[src/uart_tx_pkg.sv]
// UART transmitter package with frame constants, FSM states and controller strobes
package uart_tx_pkg;

    // **************************************************
    // Frame format
    // **************************************************

    // Number of data bits in a frame
    localparam int DATA_BITS = 8;

    // Line levels of the start and stop bits
    // The idle line sits at the stop level
    localparam logic START_BIT = 1'b0;
    localparam logic STOP_BIT  = 1'b1;

    // **************************************************
    // Controller
    // **************************************************

    typedef enum logic [2:0] {
        IDLE,
        SEND_START,
        CLEAR_TIMER,
        SEND_DATA,
        TEST_EOC,
        SHIFT_COUNT,
        SEND_STOP
    } t_states;

    // Flags from the datapath
    typedef struct packed {
        logic t1;
        logic eoc_dcount;
    } t_uart_tx_ctrl_in;

    // Strobes to the datapath
    typedef struct packed {
        logic ena_load;
        logic clr_dcount;
        logic te;
        logic clr_tx;
        logic ena_tx;
        logic set_tx;
        logic ena_shift;
        logic ena_dcount;
    } t_uart_tx_ctrl_out;

endpackage

[src/uart_axil_pkg.sv]
// AXI4-Lite package with channel structs, register map, response codes and write views
package uart_axil_pkg;

    localparam int AXIL_ADDR_W = 4;
    localparam int AXIL_DATA_W = 32;

    // Register offsets
    localparam logic [AXIL_ADDR_W-1:0] ADDR_DIV    = 4'h0;
    localparam logic [AXIL_ADDR_W-1:0] ADDR_DATA   = 4'h4;
    localparam logic [AXIL_ADDR_W-1:0] ADDR_STATUS = 4'h8;

    localparam logic [1:0] RESP_OKAY   = 2'b00;
    localparam logic [1:0] RESP_SLVERR = 2'b10;

    // Master to slave
    typedef struct packed {
        logic                   awvalid;
        logic [AXIL_ADDR_W-1:0] awaddr;
        logic                   wvalid;
        logic [AXIL_DATA_W-1:0] wdata;
        logic [3:0]             wstrb;
        logic                   bready;
        logic                   arvalid;
        logic [AXIL_ADDR_W-1:0] araddr;
        logic                   rready;
    } t_axil_req;

    // Slave to master
    typedef struct packed {
        logic                   awready;
        logic                   wready;
        logic                   bvalid;
        logic [1:0]             bresp;
        logic                   arready;
        logic                   rvalid;
        logic [AXIL_DATA_W-1:0] rdata;
        logic [1:0]             rresp;
    } t_axil_rsp;

    // Write word seen through the divisor register
    typedef struct packed {
        logic [15:0] rsvd;
        logic [15:0] divisor;
    } t_div_view;

    // Write word seen through the data register
    typedef struct packed {
        logic [23:0] rsvd;
        logic [7:0]  data_byte;
    } t_data_view;

    // The write address picks which view applies
    typedef union packed {
        t_div_view  div;
        t_data_view data;
    } t_wr_word;

endpackage

[src/uart_tx_ctrl.sv]
// UART transmit controller, Moore FSM that sequences the start, data and stop bits
`timescale 1ns/1ps

module uart_tx_ctrl (
    input  logic                                clk,
    input  logic                                resetN,
    input  logic                                write_din,
    input  var uart_tx_pkg::t_uart_tx_ctrl_in   uart_tx_ctrl_in,
    output var uart_tx_pkg::t_uart_tx_ctrl_out  uart_tx_ctrl_out
);
    import uart_tx_pkg::*;

    t_states state;
    t_states next_state;

    // **************************************************
    // State register
    // **************************************************

    always_ff @(posedge clk or negedge resetN) begin
        if (!resetN) begin
            state <= IDLE;
        end else begin
            state <= next_state;
        end
    end

    // **************************************************
    // Next state
    // **************************************************

    always_comb begin
        next_state = state;
        case (state)
            IDLE: begin
                if (write_din)
                    next_state = SEND_START;
            end
            SEND_START: begin
                if (uart_tx_ctrl_in.t1)
                    next_state = CLEAR_TIMER;
            end
            // One cycle with te low so the timer restarts from zero
            CLEAR_TIMER: begin
                next_state = SEND_DATA;
            end
            SEND_DATA: begin
                if (uart_tx_ctrl_in.t1)
                    next_state = TEST_EOC;
            end
            TEST_EOC: begin
                if (uart_tx_ctrl_in.eoc_dcount)
                    next_state = SEND_STOP;
                else
                    next_state = SHIFT_COUNT;
            end
            SHIFT_COUNT: begin
                next_state = SEND_DATA;
            end
            SEND_STOP: begin
                if (uart_tx_ctrl_in.t1)
                    next_state = IDLE;
            end
            default: next_state = IDLE;
        endcase
    end

    // **************************************************
    // Moore outputs
    // **************************************************

    always_comb begin
        uart_tx_ctrl_out = '0;
        case (state)
            IDLE: begin
                uart_tx_ctrl_out.ena_load   = 1'b1;
                uart_tx_ctrl_out.clr_dcount = 1'b1;
            end
            SEND_START: begin
                uart_tx_ctrl_out.te     = 1'b1;
                uart_tx_ctrl_out.clr_tx = 1'b1;
            end
            SEND_DATA: begin
                uart_tx_ctrl_out.te     = 1'b1;
                uart_tx_ctrl_out.ena_tx = 1'b1;
            end
            SHIFT_COUNT: begin
                uart_tx_ctrl_out.ena_shift  = 1'b1;
                uart_tx_ctrl_out.ena_dcount = 1'b1;
            end
            SEND_STOP: begin
                uart_tx_ctrl_out.te     = 1'b1;
                uart_tx_ctrl_out.set_tx = 1'b1;
            end
            default: uart_tx_ctrl_out = '0;
        endcase
    end

    // Busy flag in the register block relies on this
    a_te_not_idle: assert property (@(posedge clk) disable iff (!resetN)
        uart_tx_ctrl_out.te |-> !uart_tx_ctrl_out.ena_load);

    // tx must hold its level across the gap states
    a_tx_hold_gap: assert property (@(posedge clk) disable iff (!resetN)
        (state inside {CLEAR_TIMER, TEST_EOC, SHIFT_COUNT}) |->
            !(uart_tx_ctrl_out.clr_tx || uart_tx_ctrl_out.ena_tx || uart_tx_ctrl_out.set_tx));

endmodule

[src/uart_tx_datapath.sv]
// UART transmit datapath with baud timer, shift register, bit counter and tx flip-flop
`timescale 1ns/1ps

module uart_tx_datapath #(
    parameter int DIV_WIDTH = 16
) (
    input  logic                                clk,
    input  logic                                resetN,
    input  logic                                write_din,
    input  logic [7:0]                          data_byte,
    input  logic [DIV_WIDTH-1:0]                divisor,
    input  var uart_tx_pkg::t_uart_tx_ctrl_out  uart_tx_ctrl_out,
    output var uart_tx_pkg::t_uart_tx_ctrl_in   uart_tx_ctrl_in,
    output logic                                tx
);
    import uart_tx_pkg::*;

    logic [DIV_WIDTH-1:0] timer;
    logic                 t1;
    logic [DATA_BITS-1:0] shift_reg;
    logic [2:0]           dcount;

    // **************************************************
    // Bit timer
    // **************************************************

    // Last cycle of a bit period
    assign t1 = uart_tx_ctrl_out.te && (timer == divisor - DIV_WIDTH'(1));

    always_ff @(posedge clk or negedge resetN) begin
        if (!resetN) begin
            timer <= '0;
        end else if (!uart_tx_ctrl_out.te || t1) begin
            timer <= '0;
        end else begin
            timer <= timer + DIV_WIDTH'(1);
        end
    end

    // Shift register sending the LSB first
    always_ff @(posedge clk) begin
        if (uart_tx_ctrl_out.ena_load && write_din)
            shift_reg <= data_byte;
        else if (uart_tx_ctrl_out.ena_shift)
            shift_reg <= shift_reg >> 1;
    end

    // Data bit counter
    always_ff @(posedge clk or negedge resetN) begin
        if (!resetN) begin
            dcount <= '0;
        end else if (uart_tx_ctrl_out.clr_dcount) begin
            dcount <= '0;
        end else if (uart_tx_ctrl_out.ena_dcount) begin
            dcount <= dcount + 3'd1;
        end
    end

    always_comb begin
        uart_tx_ctrl_in.t1         = t1;
        uart_tx_ctrl_in.eoc_dcount = (dcount == 3'(DATA_BITS - 1));
    end

    // **************************************************
    // Serial output
    // **************************************************

    always_ff @(posedge clk or negedge resetN) begin
        if (!resetN) begin
            tx <= STOP_BIT;
        end else if (uart_tx_ctrl_out.clr_tx) begin
            tx <= START_BIT;
        end else if (uart_tx_ctrl_out.ena_tx) begin
            tx <= shift_reg[0];
        end else if (uart_tx_ctrl_out.set_tx) begin
            tx <= STOP_BIT;
        end
    end

    // A zero divisor would stretch each bit over the whole timer range
    a_div_nonzero: assert property (@(posedge clk) disable iff (!resetN)
        uart_tx_ctrl_out.te |-> (divisor != '0));

endmodule

[src/uart_axil_regs.sv]
// AXI4-Lite register block holding the divisor, data byte and busy status of the UART
`timescale 1ns/1ps

module uart_axil_regs #(
    parameter int DIV_WIDTH   = 16,
    parameter int DEFAULT_DIV = 16
) (
    input  logic                         clk,
    input  logic                         resetN,
    input  var uart_axil_pkg::t_axil_req axil_req,
    output var uart_axil_pkg::t_axil_rsp axil_rsp,
    input  logic                         busy,
    output logic                         write_din,
    output logic [7:0]                   data_byte,
    output logic [DIV_WIDTH-1:0]         divisor
);
    import uart_axil_pkg::*;

    logic                   wr_open;
    logic                   aw_done;
    logic                   w_done;
    logic [AXIL_ADDR_W-1:0] aw_addr_q;
    logic [AXIL_DATA_W-1:0] w_data_q;
    logic [3:0]             w_strb_q;
    logic                   bvalid;
    logic [1:0]             bresp;
    logic                   arready;
    logic                   rvalid;
    logic [AXIL_DATA_W-1:0] rdata;
    logic [1:0]             rresp;
    logic                   awready;
    logic                   wready;
    logic                   aw_hs;
    logic                   w_hs;
    logic                   ar_hs;
    logic                   wr_fire;
    logic                   wr_err;
    logic                   data_stall;
    logic [AXIL_ADDR_W-1:0] wr_addr;
    logic [3:0]             wr_strb;
    t_wr_word               wr_word;
    logic [15:0]            div_cur;
    logic [15:0]            div_merge;
    logic [AXIL_DATA_W-1:0] rd_word;
    logic [1:0]             rd_resp;

    // **************************************************
    // Write channel
    // **************************************************

    // Address and data may arrive in either order
    assign wr_addr = aw_done ? aw_addr_q : axil_req.awaddr;
    assign wr_word = w_done ? w_data_q : axil_req.wdata;
    assign wr_strb = w_done ? w_strb_q : axil_req.wstrb;

    // Hold off a data write, or data with no address yet, until the frame ends
    assign data_stall = busy && ((wr_addr == ADDR_DATA) || !(aw_done || axil_req.awvalid));

    assign awready = wr_open && !aw_done && !data_stall;
    assign wready  = wr_open && !w_done && !data_stall;
    assign aw_hs   = axil_req.awvalid && awready;
    assign w_hs    = axil_req.wvalid && wready;
    assign wr_fire = (aw_done || aw_hs) && (w_done || w_hs);
    assign wr_err  = !((wr_addr == ADDR_DIV) || (wr_addr == ADDR_DATA));

    // Byte lanes 0 and 1 of the divisor follow wstrb
    assign div_cur   = 16'(divisor);
    assign div_merge = {wr_strb[1] ? wr_word.div.divisor[15:8] : div_cur[15:8],
                        wr_strb[0] ? wr_word.div.divisor[7:0]  : div_cur[7:0]};

    always_ff @(posedge clk) begin
        if (aw_hs)
            aw_addr_q <= axil_req.awaddr;
        if (w_hs) begin
            w_data_q <= axil_req.wdata;
            w_strb_q <= axil_req.wstrb;
        end
        if (wr_fire)
            bresp <= wr_err ? RESP_SLVERR : RESP_OKAY;
    end

    always_ff @(posedge clk or negedge resetN) begin
        if (!resetN) begin
            wr_open   <= 1'b0;
            aw_done   <= 1'b0;
            w_done    <= 1'b0;
            bvalid    <= 1'b0;
            write_din <= 1'b0;
            divisor   <= DIV_WIDTH'(DEFAULT_DIV);
            data_byte <= '0;
        end else begin
            write_din <= 1'b0;
            if (wr_fire) begin
                aw_done <= 1'b0;
                w_done  <= 1'b0;
                wr_open <= 1'b0;
                bvalid  <= 1'b1;
                if (wr_addr == ADDR_DIV)
                    divisor <= DIV_WIDTH'(div_merge);
                // Accepted data write starts the frame
                if ((wr_addr == ADDR_DATA) && wr_strb[0]) begin
                    data_byte <= wr_word.data.data_byte;
                    write_din <= 1'b1;
                end
            end else begin
                if (aw_hs)
                    aw_done <= 1'b1;
                if (w_hs)
                    w_done <= 1'b1;
                if (bvalid) begin
                    if (axil_req.bready)
                        bvalid <= 1'b0;
                end else begin
                    wr_open <= 1'b1;
                end
            end
        end
    end

    // **************************************************
    // Read channel
    // **************************************************

    assign ar_hs = axil_req.arvalid && arready;

    always_comb begin
        rd_word = '0;
        rd_resp = RESP_OKAY;
        case (axil_req.araddr)
            ADDR_DIV:    rd_word = AXIL_DATA_W'(divisor);
            ADDR_DATA:   rd_word = AXIL_DATA_W'(data_byte);
            ADDR_STATUS: rd_word = AXIL_DATA_W'(busy);
            default:     rd_resp = RESP_SLVERR;
        endcase
    end

    always_ff @(posedge clk) begin
        if (ar_hs) begin
            rdata <= rd_word;
            rresp <= rd_resp;
        end
    end

    always_ff @(posedge clk or negedge resetN) begin
        if (!resetN) begin
            arready <= 1'b0;
            rvalid  <= 1'b0;
        end else if (ar_hs) begin
            arready <= 1'b0;
            rvalid  <= 1'b1;
        end else if (rvalid) begin
            if (axil_req.rready)
                rvalid <= 1'b0;
        end else begin
            arready <= 1'b1;
        end
    end

    always_comb begin
        axil_rsp.awready = awready;
        axil_rsp.wready  = wready;
        axil_rsp.bvalid  = bvalid;
        axil_rsp.bresp   = bresp;
        axil_rsp.arready = arready;
        axil_rsp.rvalid  = rvalid;
        axil_rsp.rdata   = rdata;
        axil_rsp.rresp   = rresp;
    end

    // A new frame may only start from an idle controller
    a_load_when_idle: assert property (@(posedge clk) disable iff (!resetN)
        write_din |-> !busy);

endmodule

[src/uart_tx_top.sv]
// UART transmitter top level joining the AXI4-Lite registers, controller and datapath
`timescale 1ns/1ps

module uart_tx_top #(
    parameter int DIV_WIDTH   = 16,
    parameter int DEFAULT_DIV = 16
) (
    input  logic                         clk,
    input  logic                         resetN,
    input  var uart_axil_pkg::t_axil_req axil_req,
    output var uart_axil_pkg::t_axil_rsp axil_rsp,
    output logic                         tx
);
    import uart_tx_pkg::*;

    t_uart_tx_ctrl_out    ctrl_out;
    t_uart_tx_ctrl_in     ctrl_in;
    logic                 busy;
    logic                 write_din;
    logic [7:0]           data_byte;
    logic [DIV_WIDTH-1:0] divisor;

    // Controller sits in IDLE exactly when it can load
    assign busy = ~ctrl_out.ena_load;

    uart_axil_regs #(
        .DIV_WIDTH   (DIV_WIDTH),
        .DEFAULT_DIV (DEFAULT_DIV)
    ) i_uart_axil_regs (
        .clk       (clk),
        .resetN    (resetN),
        .axil_req  (axil_req),
        .axil_rsp  (axil_rsp),
        .busy      (busy),
        .write_din (write_din),
        .data_byte (data_byte),
        .divisor   (divisor)
    );

    uart_tx_ctrl i_uart_tx_ctrl (
        .clk              (clk),
        .resetN           (resetN),
        .write_din        (write_din),
        .uart_tx_ctrl_in  (ctrl_in),
        .uart_tx_ctrl_out (ctrl_out)
    );

    uart_tx_datapath #(
        .DIV_WIDTH (DIV_WIDTH)
    ) i_uart_tx_datapath (
        .clk              (clk),
        .resetN           (resetN),
        .write_din        (write_din),
        .data_byte        (data_byte),
        .divisor          (divisor),
        .uart_tx_ctrl_out (ctrl_out),
        .uart_tx_ctrl_in  (ctrl_in),
        .tx               (tx)
    );

endmodule

[config.mk]
export PLATFORM = sky130hd
export DESIGN_NAME = uart_tx_top
export DESIGN_NICKNAME = d
export VERILOG_FILES = /design/src/uart_tx_pkg.sv /design/src/uart_axil_pkg.sv /design/src/uart_tx_ctrl.sv /design/src/uart_tx_datapath.sv /design/src/uart_axil_regs.sv /design/src/uart_tx_top.sv
export SDC_FILE = /design/constraint.sdc
export NUM_CORES = 1
export LEC_CHECK = 0
export BUFFER_PORTS_ARGS = -buffer_cell sky130_fd_sc_hd__buf_2
export CORE_AREA = 2 2 99 101
export CTS_CLUSTER_DIAMETER = 200
export DETAILED_ROUTE_END_ITERATION = 10
export DIE_AREA = 0 0 101 103
export PLACE_DENSITY = 0.84
export SYNTH_ARGS = -nofsm -noshare
export SYNTH_HDL_FRONTEND = slang
export SYNTH_SLANG_ARGS = --single-unit
export TNS_END_PERCENT = 5
[constraint.sdc]
create_clock -name clk -period 5.2 [get_ports clk]
set_input_delay 0.52 -clock clk [delete_from_list [all_inputs] [get_ports clk]]
set_output_delay 0.52 -clock clk [all_outputs]
set_load 0.05 [all_outputs]
### Yosys cells after proc, flatten, opt, wreduce, memory -nomap -nowiden

Cells that the tools add are included.
W data, S select, Z words.

* add/sub/neg operators: 3
* equality and inequality tests: 17
* mux-type cells: 42
* bitwise logic cells: 1
* reduce and logical (&&, ||, !) cells: 38

Operator list (number)
* $pmux W16 S3: 1
* $mux W16: 2
* $mux W1: 23
* $mux W3: 6
* $pmux W3 S6: 1
* $add A16 B1 Y16 const B: 1
* $eq A16 B16 Y1: 1
* $mux W8: 2
* $sub A16 B1 Y16 const B: 1
* $eq A3 B3 Y1 const B: 4
* $logic_and A1 B1 Y1: 12
* $mux W2: 6
* $eq A4 B3 Y1 const B: 2
* $logic_not A4 Y1: 2
* $reduce_bool A2 Y1: 4
* $eq A3 B2 Y1 const B: 2
* $logic_or A1 B1 Y1: 6
* $ne A2 B1 Y1 const B: 3
* $ne A2 B2 Y1 const B: 3
* $reduce_and A3 Y1: 2
* $reduce_or A3 Y1: 2
* $logic_not A1 Y1: 5
* $eq A4 B4 Y1 const B: 1
* $mux W4: 1
* 8 further kinds: 8

* bits in registers: 120
* logic and storage cells: 122

### Logic depth before layout (Yosys ltp)

* depth in word-level cells: 10
* depth in mapped cells: 11
* mapped depth without buffers: 9

### Cells and area by module

A second synthesis with hierarchy kept.

* cells, all modules: 438
* area total of the unflattened synthesis: 5331.4 um2

By module, submodules not included
* uart_axil_regs: times used 1, cells an instance 199, area each 3103.0 um2, sequential area each 1978.1 um2
* uart_tx_datapath: times used 1, cells an instance 211, area each 1996.9 um2, sequential area each 742.0 um2
* uart_tx_ctrl: times used 1, cells an instance 27, area each 227.7 um2, sequential area each 75.1 um2
* uart_tx_top: times used 1, cells an instance 1, area each 3.8 um2, sequential area each 0.0 um2

### Least setup slack after synthesis

OpenSTA, ideal clock, no wires.

* kind: input port to flip-flop
* from: input axil_req[44] in the netlist's numbering
* to: register i_uart_axil_regs.divisor[10]
* library setup time: 0.125 ns
* data arrival time: 2.517 ns
* setup slack: 2.558 ns
* stages on the path: 7
* cells stage by stage: or4b_2 -> or2_2 -> a31oi_1 -> or2_2 -> clkbuf_1 -> nor3_2 -> mux2_2

* word-level cells in the longest chain between the ends: 10

RTL lines
* from (decl): line uart_tx_top.sv:10 `input var uart_axil_pkg::t_axil_req axil_req,`
* $mux W4 *: line uart_axil_regs.sv:52 `assign wr_addr = aw_done ? aw_addr_q : axil_req.awaddr;`
* $eq A4 B3 Y1: line uart_axil_regs.sv:57 `assign data_stall = busy && ((wr_addr == ADDR_DATA) || !(aw_done || axil_req.awvalid));`
* $logic_or A1 B1 Y1: line uart_axil_regs.sv:57
* $logic_and A1 B1 Y1: line uart_axil_regs.sv:57
* $logic_not A1 Y1: line uart_axil_regs.sv:59, uart_axil_regs.sv:60
* $logic_and A1 B1 Y1, on equally long branches: line uart_axil_regs.sv:59, uart_axil_regs.sv:60
* $logic_and A1 B1 Y1, on equally long branches: line uart_axil_regs.sv:61, uart_axil_regs.sv:62
* $logic_or A1 B1 Y1: line uart_axil_regs.sv:63 `assign wr_fire = (aw_done || aw_hs) && (w_done || w_hs);`
* $logic_and A1 B1 Y1: line uart_axil_regs.sv:63
* $reduce_and A3 Y1 (no source line) *
* to (signal assigned): line uart_axil_regs.sv:89 `divisor <= DIV_WIDTH'(DEFAULT_DIV);`
* to (signal assigned): line uart_axil_regs.sv:99 `divisor <= DIV_WIDTH'(div_merge);`
* to (decl): line uart_axil_regs.sv:15 `output logic [DIV_WIDTH-1:0] divisor`

Mark *: on every way between the ends. The rest lies on a longest branch, timed or not.
A chain may end at the register's enable or synchronous reset.

### Final worst setup path

* from: register i_uart_axil_regs.divisor[0]
* to: register i_uart_tx_datapath.timer[10]

* word-level cells in the longest chain between the ends: 5

RTL lines
* $sub A16 B1 Y16: line uart_tx_datapath.sv:28 `assign t1 = uart_tx_ctrl_out.te && (timer == divisor - DIV_WIDTH'(1));`
* $eq A16 B16 Y1: line uart_tx_datapath.sv:28
* $logic_and A1 B1 Y1: line uart_tx_datapath.sv:28
* $logic_or A1 B1 Y1: line uart_tx_datapath.sv:33 `end else if (!uart_tx_ctrl_out.te || t1) begin`
* $mux W16: line uart_tx_datapath.sv:33
* to (signal assigned): line uart_tx_datapath.sv:36 `timer <= timer + DIV_WIDTH'(1);`
* to (decl): line uart_tx_datapath.sv:18 `logic [DIV_WIDTH-1:0] timer;`

Every way passes these cells.

==> out/metrics.csv <==
stage;metric;value;unit
run_status;status;finished, final reports clean;
power;p_leak;2.27;nW
placement;placed_cells;559;
route;via_count;3240;
sta;fin_crit_sh;0.600;
route;first_pass_iters;4;
placement;portBuffers;56;
job;maxCapViolations;0;
placement;place_ws;2.14;ns
critical_path;slowest_stage;nor4_1;
global_route;first_global_vias;3230;
floorplanning;rows;36;
sta;fin_ws;2.08;ns
critical_path;startpoint;i_uart_axil_regs.divisor[0];
cts;cts_max_level;3;
global_route;gr-usage-met2;0.344;
global_route;gr-usage-met1;0.232;
route;ant_nets;0;
layout;fin_util;0.578;
global_route;gr-max-usage-layer;met2;
critical_path;end_kind;register;
critical_path;reg2reg_depth;6;
floorplanning;die_w;101;um
route;vias_per_cell;5.63;
sta;rsz0062_at_grt;false;
sta;fin_skew;0.0117;ns
critical_path;ff2ff_setup_slack;2.08;ns
sta;finalHoldViolCount;0;
critical_path;cp_num_cells;6;
route;route.detailed.drc;0;
cts;cts_hold_buf;0;
floorplanning;initial_core_util;0.535;
sta;fin_setup_tns;0;ns
layout;n_fill_cell;753;
critical_path;rr_startpoint;i_uart_axil_regs.divisor[0];
critical_path;path_class;register to register;
route;routed_wl;9.44;mm
synthesis;synth_ff_type;dfrtp_1;
critical_path;cp-endpoint;i_uart_tx_datapath.timer[10];
cts;cts_tree;built;
floorplanning;die_area;10400;um2
critical_path;cpLargestDelayFamily;simple AND/OR/NAND/NOR gates;
synthesis;syn_area;5060;um2
cts;clk_latency;0.36;ns
critical_path;crit_fanout;16;
floorplanning;core;9460;um2
global_route;grt_max_degree;55;
placement;placed_area;5300;um2
sta;fmax;0.320;GHz
synthesis;netlist_instances;407;
critical_path;r2r-end;i_uart_tx_datapath.timer[10];
global_route;antenna_found_initial;0;
global_route;globalRouteMet3Util;0.0244;
critical_path;crit_chain;nor4_1 > a22oi_1 > or4_4 > nor4_4 > or2_1 > nor2_1;
cts;post_cts_buffers;0;
synthesis;yosysTopAreaCellShare;0.285;
sta;tightestPinTransition;1.35;ns
placement;hpwl;6.71;mm
floorplanning;die_h;103;um
critical_path;required;5.42;ns
layout;syn_to_final_growth;8.07;%
route;routedWlPerCell;16.4;um
synthesis;ys_warn_count;0;
sta;setup_viol;0;
layout;fin_area;5470;um2
sta;slew_headroom;0.0901;
synthesis;synth_edf_count;48;
synthesis;avgSynthCellArea;12.4;um2
cts;clk_path_buf_depth;2;
route;drt-initial-drc-count;244;
power;irDropWorstVdd;185;uV
cts;cts_buffers;9;
cts;root_buffer;clkbuf_8;
global_route;grt_pass1_wl;15.5;mm
synthesis;yosys_register_bits;102;
critical_path;path_buf_inv;0;
synthesis;synthArstFlopShare;0.529;
layout;antenna_cells;0;
global_route;gr-total-overflow;0;
critical_path;slowest_delay;0.72;ns
placement;place_congestion;0.892;
synthesis;ys_seq_area_frac;0.553;
synthesis;synth_top_area_cell;edfxtp_1;
synthesis;synth_cell_types;60;
worst_hold_path;hold_class;primary input to async pin;
layout;final_nets;511;
layout;layout-drive-gt1-share;0.304;
critical_path;start_kind;register;
power;powerDensity;445;nW/um2
critical_path;crit_arrival;3.34;ns
sta;min_period;3.12;ns
cts;clk_pin_slew_worst_paths;0.09;ns
global_route;track_usage;0.192;
sta;drv_slew;0;
synthesis;post_synth_main_area_contributors;edfxtp_1 (29%), dfrtp_1 (26%), mux2_2 (10%);
cts;cts_resized;0;
floorplanning;io_pins;93;
cts;cts_num_sinks;102;
layout;final_cells;575;
where the power goes:
| part | switching [mW] | internal (mW) |
|---|---|---|
| sequential | 0.179 | 1.02 |
| combinational | 0.486 | 0.313 |
| clock | 0.263 | 0.175 |
worst reg2reg max path: stages (launching register included):
cell     delay (ns)
dfrtp_1        0.49
nor4_1         0.72
a22oi_1        0.15
or4_4          0.58
nor4_4         0.43
or2_1          0.51
nor2_1         0.11
worst min-delay path by stage:
stage / start / endpoint / slack, ns
2_1_floorplan: resetN / i_uart_axil_regs.arready / 0.22
3_3_place_gp: i_uart_tx_datapath.tx / i_uart_tx_datapath.tx / 0.48
3_5_place_dp: i_uart_tx_datapath.tx / i_uart_tx_datapath.tx / 0.48
4_1_cts: resetN / i_uart_axil_regs.data_byte[0] / 0.29
5_1_grt: axil_req[6] / i_uart_axil_regs.bvalid / 0.31
6_report: resetN / i_uart_axil_regs.data_byte[0] / 0.25
layout make-up:
type / count / area [um2] / share of cell area
Clock buffer: 11 / 131 / 0.0240
Tap cell: 114 / 143 / 0.0261
Multi-Input combinational cell: 274 / 2030 / 0.371
Inverter: 11 / 41.3 / 0.00755
Timing Repair Buffer: 58 / 295 / 0.0540
Sequential cell: 102 / 2800 / 0.511
Clock inverter: 5 / 33.8 / 0.00618
per-stage QoR:
step / power [mW] / hold slack, ns
global route: 2.57 / 0.311
floorplan: 1.87 / 0.224
finish: 2.43 / 0.249
global placement: 1.97 / 0.481
detailed placement: 2.01 / 0.485
CTS: 2.45 / 0.295
Yosys cell counts, types with 3 or more instances:
library cell	instances
dfrtp_1	52
edfxtp_1	48
mux2_2	47
nor2_1	33
buf_4	24
xnor2_1	22
nand2_1	14
nand3_1	13
xor2_1	13
a22o_1	11
and2_1	11
inv_1	11
a21oi_1	9
clkbuf_1	7
mux2i_1	7
nor3_1	7
and3_1	5
nor4_1	5
a31oi_1	4
ha_1	4
o21ai_0	4
a211oi_1	3
and3_2	3
nand2b_1	3
nor2b_1	3
cells by family after synthesis:
logic type / after synthesis / synth area share
adders and majority gates: 4 / 0.00990
AOI/OAI and AO/OA: 43 / 0.0604
xor gates and xnor gates: 35 / 0.0606
buffers and inverters: 48 / 0.0606
other: 1 / 0.000741
DFF: 102 / 0.553
muxes: 54 / 0.119
and+or+nand+nor: 120 / 0.137
placed cells by master (no fill, tap or decap), types with 3 or more instances in the layout:
| cell type | Yosys | routed |
|---|---|---|
| mux2_2 | 47 | 47 |
| nor2b_1 | 3 | 3 |
| buf_2 | 1 | 56 |
| nand2_1 | 14 | 14 |
| a31oi_1 | 4 | 4 |
| and3_1 | 5 | 5 |
| xor2_1 | 13 | 13 |
| o21ai_0 | 4 | 4 |
| a21oi_1 | 9 | 9 |
| a22o_1 | 11 | 11 |
| dfrtp_1 | 52 | 52 |
| ha_1 | 4 | 4 |
| edfxtp_1 | 48 | 48 |
| xnor2_1 | 22 | 22 |
| conb_1 | 1 | 18 |
| a211oi_1 | 3 | 3 |
| clkbuf_8 | 1 | 9 |
| nand2b_1 | 3 | 3 |
| nor3_1 | 7 | 7 |
| nor2_1 | 33 | 33 |
| nor4_1 | 5 | 4 |
| and2_1 | 11 | 11 |
| nand3_1 | 13 | 13 |
| and3_2 | 3 | 3 |
| inv_1 | 11 | 11 |
| mux2i_1 | 7 | 7 |
routing by layer:
layer  wire (um)  part of all wire
met4         205             0.022
met2        4790              0.51
met3         440             0.047
met5           0                 0
met1        4000              0.42
Power figures use the tool's default switching activity.
